**src/verilog/lc3b_fetch_pkg.sv**
```systemverilog
package lc3b_fetch_pkg;

    // ##################################################
    // Basic words
    // ##################################################

    typedef logic [15:0] lc3b_word;
    typedef logic [2:0]  lc3b_reg;

    // ##################################################
    // Instruction views
    // ##################################################

    // Register form, as used by ADD/AND/NOT style encodings
    typedef struct packed {
        logic [3:0] opcode;
        lc3b_reg    dest;
        lc3b_reg    src1;
        logic       mode;
        logic [1:0] pad;
        lc3b_reg    src2;
    } lc3b_instr_fields;

    typedef union packed {
        lc3b_word         raw;
        lc3b_instr_fields fields;
    } lc3b_instr;

    // ##################################################
    // Next-PC sources
    // ##################################################

    typedef enum logic [2:0] {
        pc_plus2    = 3'd0,
        pc_branch   = 3'd1,
        pc_reg      = 3'd2,
        pc_mem_word = 3'd3,
        pc_trap     = 3'd4
    } pcmux_sel_t;

    // BR with nzp all clear, never taken
    localparam lc3b_word NOP_WORD = 16'h0000;

endpackage : lc3b_fetch_pkg

```
**src/verilog/if_datapath.sv**
```systemverilog
`timescale 1ns/1ns

module if_datapath
    import lc3b_fetch_pkg::*;
(
    input  logic       clk,

    // Pipeline controls
    input  logic       br_en,
    input  logic       trap_en,
    input  logic       jmp_jsr_en,
    input  logic       b11,
    input  pcmux_sel_t pcmux_sel,
    input  lc3b_word   pc_br_in,
    input  lc3b_word   sr1_data_in,
    input  lc3b_word   trap_mem,
    input  logic       stall,
    input  logic       flush,

    // Wishbone master
    output logic       wb_cyc,
    output logic       wb_stb,
    output logic       wb_we,
    output lc3b_word   wb_adr,
    input  lc3b_word   wb_dat_i,
    input  logic       wb_ack,

    // To decode
    output lc3b_word   pc_out,
    output lc3b_word   instruction,
    output lc3b_reg    src1,
    output lc3b_reg    src2,
    output lc3b_reg    dest,

    // Counter
    input  logic       if_stall_count_reset,
    output lc3b_word   if_stall_count
);

    logic     resp;
    logic     take;
    logic     redirect;
    lc3b_word resp_word;

    pc_unit i_pc_unit (
        .clk                  (clk),
        .if_stall_count_reset (if_stall_count_reset),
        .take                 (take),
        .br_en                (br_en),
        .trap_en              (trap_en),
        .jmp_jsr_en           (jmp_jsr_en),
        .b11                  (b11),
        .pcmux_sel            (pcmux_sel),
        .pc_br_in             (pc_br_in),
        .sr1_data_in          (sr1_data_in),
        .trap_mem             (trap_mem),
        .resp_word            (resp_word),
        .pc_out               (pc_out),
        .redirect             (redirect)
    );

    wb_fetch_port i_wb_fetch_port (
        .clk                  (clk),
        .if_stall_count_reset (if_stall_count_reset),
        .stall                (stall),
        .redirect             (redirect),
        .wb_ack               (wb_ack),
        .pc_out               (pc_out),
        .wb_dat_i             (wb_dat_i),
        .wb_cyc               (wb_cyc),
        .wb_stb               (wb_stb),
        .wb_we                (wb_we),
        .wb_adr               (wb_adr),
        .resp                 (resp),
        .take                 (take),
        .resp_word            (resp_word)
    );

    ir_unit i_ir_unit (
        .clk                  (clk),
        .if_stall_count_reset (if_stall_count_reset),
        .take                 (take),
        .flush                (flush),
        .resp                 (resp),
        .stall                (stall),
        .resp_word            (resp_word),
        .instruction          (instruction),
        .src1                 (src1),
        .src2                 (src2),
        .dest                 (dest),
        .if_stall_count       (if_stall_count)
    );

endmodule : if_datapath

```
**src/verilog/ir_unit.sv**
```systemverilog
`timescale 1ns/1ns

module ir_unit
    import lc3b_fetch_pkg::*;
(
    input  logic     clk,
    input  logic     if_stall_count_reset,
    input  logic     take,
    input  logic     flush,
    input  logic     resp,
    input  logic     stall,
    input  lc3b_word resp_word,
    output lc3b_word instruction,
    output lc3b_reg  src1,
    output lc3b_reg  src2,
    output lc3b_reg  dest,
    output lc3b_word if_stall_count
);

    lc3b_instr ir_q;
    lc3b_word  count_q;
    logic      mem_wait;

    // ##################################################
    // Instruction register
    // ##################################################

    // Flush wins over a word taken in the same cycle
    always_ff @(posedge clk) begin
        if (if_stall_count_reset) begin
            ir_q.raw <= NOP_WORD;
        end else if (flush) begin
            ir_q.raw <= NOP_WORD;
        end else if (take) begin
            ir_q.raw <= resp_word;
        end
    end

    assign instruction = ir_q.raw;

    // Register fields straight from the stored word
    assign dest = ir_q.fields.dest;
    assign src1 = ir_q.fields.src1;
    assign src2 = ir_q.fields.src2;

    // ##################################################
    // Memory wait counter
    // ##################################################

    // No word ready and nothing holding the pipe, so fetch is waiting on memory
    assign mem_wait = ~resp & ~stall;

    always_ff @(posedge clk) begin
        if (if_stall_count_reset) begin
            count_q <= 16'h0000;
        end else if (mem_wait) begin
            // Wraps at 16 bits
            count_q <= count_q + 16'd1;
        end
    end

    assign if_stall_count = count_q;

endmodule : ir_unit

```
**src/verilog/pc_unit.sv**
```systemverilog
`timescale 1ns/1ns

module pc_unit
    import lc3b_fetch_pkg::*;
(
    input  logic       clk,
    input  logic       if_stall_count_reset,
    input  logic       take,
    input  logic       br_en,
    input  logic       trap_en,
    input  logic       jmp_jsr_en,
    input  logic       b11,
    input  pcmux_sel_t pcmux_sel,
    input  lc3b_word   pc_br_in,
    input  lc3b_word   sr1_data_in,
    input  lc3b_word   trap_mem,
    input  lc3b_word   resp_word,
    output lc3b_word   pc_out,
    output logic       redirect
);

    lc3b_word   pc_q;
    lc3b_word   pc_inc;
    lc3b_word   pc_next;
    pcmux_sel_t sel_int;
    logic       pc_load;

    // ##################################################
    // Source selection
    // ##################################################

    assign redirect = br_en | trap_en | jmp_jsr_en;
    assign pc_inc   = pc_q + 16'd2;

    // Branch beats trap beats JMP/JSR beats the decoder's own select
    always_comb begin
        if (br_en) begin
            sel_int = pc_branch;
        end else if (trap_en) begin
            sel_int = pc_trap;
        end else if (jmp_jsr_en) begin
            // JSR with b11 set uses the PC-relative target
            if (b11) begin
                sel_int = pc_branch;
            end else begin
                sel_int = pc_reg;
            end
        end else begin
            sel_int = pcmux_sel;
        end
    end

    always_comb begin
        case (sel_int)
            pc_plus2: begin
                pc_next = pc_inc;
            end
            pc_branch: begin
                pc_next = pc_br_in;
            end
            pc_reg: begin
                pc_next = sr1_data_in;
            end
            pc_mem_word: begin
                pc_next = resp_word;
            end
            pc_trap: begin
                pc_next = trap_mem;
            end
            default: begin
                pc_next = pc_inc;
            end
        endcase
    end

    // ##################################################
    // PC register
    // ##################################################

    // Redirects load even while stalled
    assign pc_load = redirect | take;

    always_ff @(posedge clk) begin
        if (if_stall_count_reset) begin
            pc_q <= 16'h0000;
        end else if (pc_load) begin
            pc_q <= pc_next;
        end
    end

    assign pc_out = pc_q;

endmodule : pc_unit

```
**src/verilog/wb_fetch_port.sv**
```systemverilog
`timescale 1ns/1ns

module wb_fetch_port
    import lc3b_fetch_pkg::*;
(
    input  logic     clk,
    input  logic     if_stall_count_reset,
    input  logic     stall,
    input  logic     redirect,
    input  logic     wb_ack,
    input  lc3b_word pc_out,
    input  lc3b_word wb_dat_i,
    output logic     wb_cyc,
    output logic     wb_stb,
    output logic     wb_we,
    output lc3b_word wb_adr,
    output logic     resp,
    output logic     take,
    output lc3b_word resp_word
);

    typedef enum logic [1:0] {
        st_idle = 2'd0,
        st_busy = 2'd1,
        st_full = 2'd2
    } port_state_t;

    port_state_t state_q;
    logic        stale_q;
    lc3b_word    adr_q;
    lc3b_word    buf_q;

    // Wrong-path words are never taken
    assign take = resp & ~stall & ~redirect;

    always_ff @(posedge clk) begin
        if (if_stall_count_reset) begin
            state_q <= st_idle;
            stale_q <= 1'b0;
        end else begin
            case (state_q)
                st_idle: begin
                    // Address is latched so it stays stable through the cycle
                    if (!stall && !redirect) begin
                        state_q <= st_busy;
                        adr_q   <= pc_out;
                    end
                end
                st_busy: begin
                    if (wb_ack) begin
                        stale_q <= 1'b0;
                        if (stale_q || redirect) begin
                            state_q <= st_idle;
                        end else begin
                            state_q <= st_full;
                            buf_q   <= wb_dat_i;
                        end
                    end else if (redirect) begin
                        stale_q <= 1'b1;
                    end
                end
                st_full: begin
                    if (redirect || take) begin
                        state_q <= st_idle;
                    end
                end
                default: begin
                    state_q <= st_idle;
                end
            endcase
        end
    end

    // Read only master with stb and cyc moving together
    assign wb_cyc    = (state_q == st_busy);
    assign wb_stb    = wb_cyc;
    assign wb_we     = 1'b0;
    assign wb_adr    = adr_q;
    assign resp      = (state_q == st_full);
    assign resp_word = buf_q;

endmodule : wb_fetch_port
```
**config.mk**
```make
export PLATFORM = sky130hd
export DESIGN_NAME = if_datapath
export DESIGN_NICKNAME = d
export VERILOG_FILES = /design/src/verilog/lc3b_fetch_pkg.sv /design/src/verilog/if_datapath.sv /design/src/verilog/ir_unit.sv /design/src/verilog/pc_unit.sv /design/src/verilog/wb_fetch_port.sv
export SDC_FILE = /design/constraint.sdc
export NUM_CORES = 1
export LEC_CHECK = 0
export ABC_AREA = 1
export BUFFER_PORTS_ARGS = -buffer_cell sky130_fd_sc_hd__buf_2
export CELL_PAD_IN_SITES_DETAIL_PLACEMENT = 1
export CELL_PAD_IN_SITES_GLOBAL_PLACEMENT = 2
export CORE_MARGIN = 8
export CORE_UTILIZATION = 25
export DETAILED_ROUTE_END_ITERATION = 10
export PLACE_DENSITY = 0.79
export SKIP_CTS_REPAIR_TIMING = 1
export SYNTH_ARGS = -nofsm -noshare
export SYNTH_HDL_FRONTEND = slang
export SYNTH_HIERARCHICAL = 1
export SYNTH_SLANG_ARGS = --single-unit
```
**constraint.sdc**
```tcl
create_clock -name clk -period 1.9 [get_ports clk]
set_input_delay 0.38 -clock clk [delete_from_list [all_inputs] [get_ports clk]]
set_output_delay 0.38 -clock clk [all_outputs]
set_load 0.03 [all_outputs]
```
==> metrics <==
outcome complete, no violations; DR WL/cell 16.0 µm; Via-to-Cell Ratio 4.55; EDFF count, synth 32; peak supply drop 0.000416 V; most frequent cells in the layout nand2_1, buf_2, nor2_1; Max Cap Viol 0; WL final 15300 µm; unrepaired setup endpoints after global routing no; asr flop ratio synth 0; Least-Margin Pin Slew 0.513 ns; commonest non-fill, non-tap cell in the layout nand2_1; DRT Pass-1 Iters 4; path type of the worst min-delay path input pin to register; # IOs 152; Final Skew 0.00651 ns; post-synth cell types 31; Layout Nets 802; crit path buf inv count 1; fin area 5690 µm²; synth warn 6; largest net degree at the start of global routing 19; ANT nets after route 0; global route total overflow 0; Setup violations, final 0; Pins Over Slew Limit 0; Main synth FF type dfxtp_1; via count 4336; Yosys reg bits 83; Placed Instance Area 5420 µm²; Die Footprint 21800 µm²; Syn Nets 641; Final Hold Vio Count 0; Mapped Area 4330 µm²; worst skew pair latency 0.34 ns; Synth area leader dfxtp_1; Setup CP Type register to register; Worst setup SP type register; Die H 148 µm; DRC 0; number of H-tree levels 3; Die X 148 µm; CTS buffer count 9; fin crit period 1.63 ns; Final period util 0.859; DR iter-0 viols 132; Mapped Avg Cell Area 7.68 µm²; Power Density 749 nW/µm²; first-pass GRT wire length 24600 µm; Slew HR 0.658; Leak 0.00258 µW; I/O Buffers 150; Synth area leaders dfxtp_1, edfxtp_1, nand2_1, nor2_1, nand3_1; most frequent CP cell nand2_1; CTS tree yes; RePlAce Congestion 0.805; ANT cells 0; Slowest-stage cell, CP dfxtp_1; DPL Wire Length 12400 µm; antenna violations before repair 0; endpoint class of the critical path register; WP data arrival 1.88 ns; CORE AREA 17100 µm²; max frequency 0.613 GHz; Clock Sinks 83; clk buf depth 2; vias in the first global route 4765; Layout Utilization 0.333; Setup TNS 0 ns; crit-path cells ha_1 > nand3_2 > nor2_1 > nand2_1 > nor2_2 > nand2_1 > nand2_1 > nand2_1 > nand3_1 > nand3_1 > nand2_1 > inv_1; layout cell share with drive strength beyond 1 0.310; Total GRT Usage 0.142; Root Buffer clkbuf_16; clock slew at reported path FFs 0.07 ns; Initial Utilization 0.253; worst endpoint required time 2.14 ns; Crit Path Max Fanout 3; CP delay by family, top simple AND/OR/NAND/NOR gates; share of the synthesized area in the top cell type 0.236; Area growth syn-to-layout 31.6%; FP Rows 48; final hold slack 0.212 ns; part of the Yosys area used for sequential elements 0.458; critical path's largest stage delay 0.34 ns; Syn Inst Count 563
## stage by stage
step | power (µW) | cells | setup slack [ns]
2_1_floorplan | 2380 | 563 | 0.103
3_3_place_gp | 2670 | 938 | 0.0985
3_5_place_dp | 2690 | 938 | 0.00249
4_1_cts | 4340 | 954 | 0.161
5_1_grt | 4500 | 954 | 0.0127
6_report | 4260 | 954 | 0.268
## synth_stat cells, types with 2 or more instances
cell type,instances
buf_2,9
a21oi_1,31
nand2_1,165
nor2_2,4
nor2_4,8
nor2_1,61
nor3_1,6
nand3_2,4
o21ai_0,22
xor2_1,8
buf_4,14
inv_2,4
nand2_2,5
nand4_1,32
a21oi_4,2
buf_6,3
nand3_1,45
ha_1,2
a21oi_2,2
inv_1,44
edfxtp_1,32
dfxtp_1,51
## where the power goes
| part | leakage (µW) | total, µW | internal [µW] | switching (µW) |
|---|---|---|---|---|
| clock network | 0.000128 | 1620 | 891 | 731 |
| logic | 0.00174 | 691 | 245 | 446 |
| registers | 0.000708 | 1950 | 1900 | 50.7 |
## cells by family (layout without fill, tap and decap cells)
kind of cell,count (synthesis),count (layout),synth area share
compound gates,59,59,0.0763
other cells,1,1,0.000867
xor+xnor,9,9,0.0182
simple gates,334,334,0.356
flops,83,83,0.458
buf+inv,75,241,0.0850
fa+ha+maj,2,2,0.00578
## path summary, 6_finish.rpt
| kind | startpoint | to | slack (ns) | depth (start not counted) |
|---|---|---|---|---|
| worst max-delay path | i_pc_unit/pc_out[1] | i_pc_unit/pc_out[15] | 0.27 | 12 |
| worst min-delay path | wb_dat_i[8] | i_wb_fetch_port/resp_word[8] | 0.21 | 1 |
| worst max register to register | i_pc_unit/pc_out[1] | i_pc_unit/pc_out[15] | 0.27 | 12 |
| worst min register to register | i_ir_unit/instruction[4] | i_ir_unit/instruction[4] | 0.46 | 2 |
## layer usage
metal  routed length (µm)  track usage  vias up
met5                    0            0        -
met4                  222       0.0439        0
met2                 7550        0.250      108
li1                     -            -     2162
met3                  875       0.0425       17
met1                 6630        0.163     2049
## registers in the layout (all words and copies together), names as in the netlist
name / cells
i_wb_fetch_port/state_q: 2
i_wb_fetch_port/stale_q: 1
i_wb_fetch_port/resp_word: 16
i_ir_unit/instruction: 16
i_wb_fetch_port/wb_adr: 16
i_ir_unit/if_stall_count: 16
i_pc_unit/pc_out: 16
## area by class of cell
class                           instances  area, µm²
Clock buffer                           12        236
Clock inverter                          4       27.5
Fill cell                            2148      11400
Inverter                               48        180
Multi-Input combinational cell        405       1990
Sequential cell                        83       1980
Tap cell                              225        282
Timing Repair Buffer                  177        991
(Power assumes the default switching activity.)
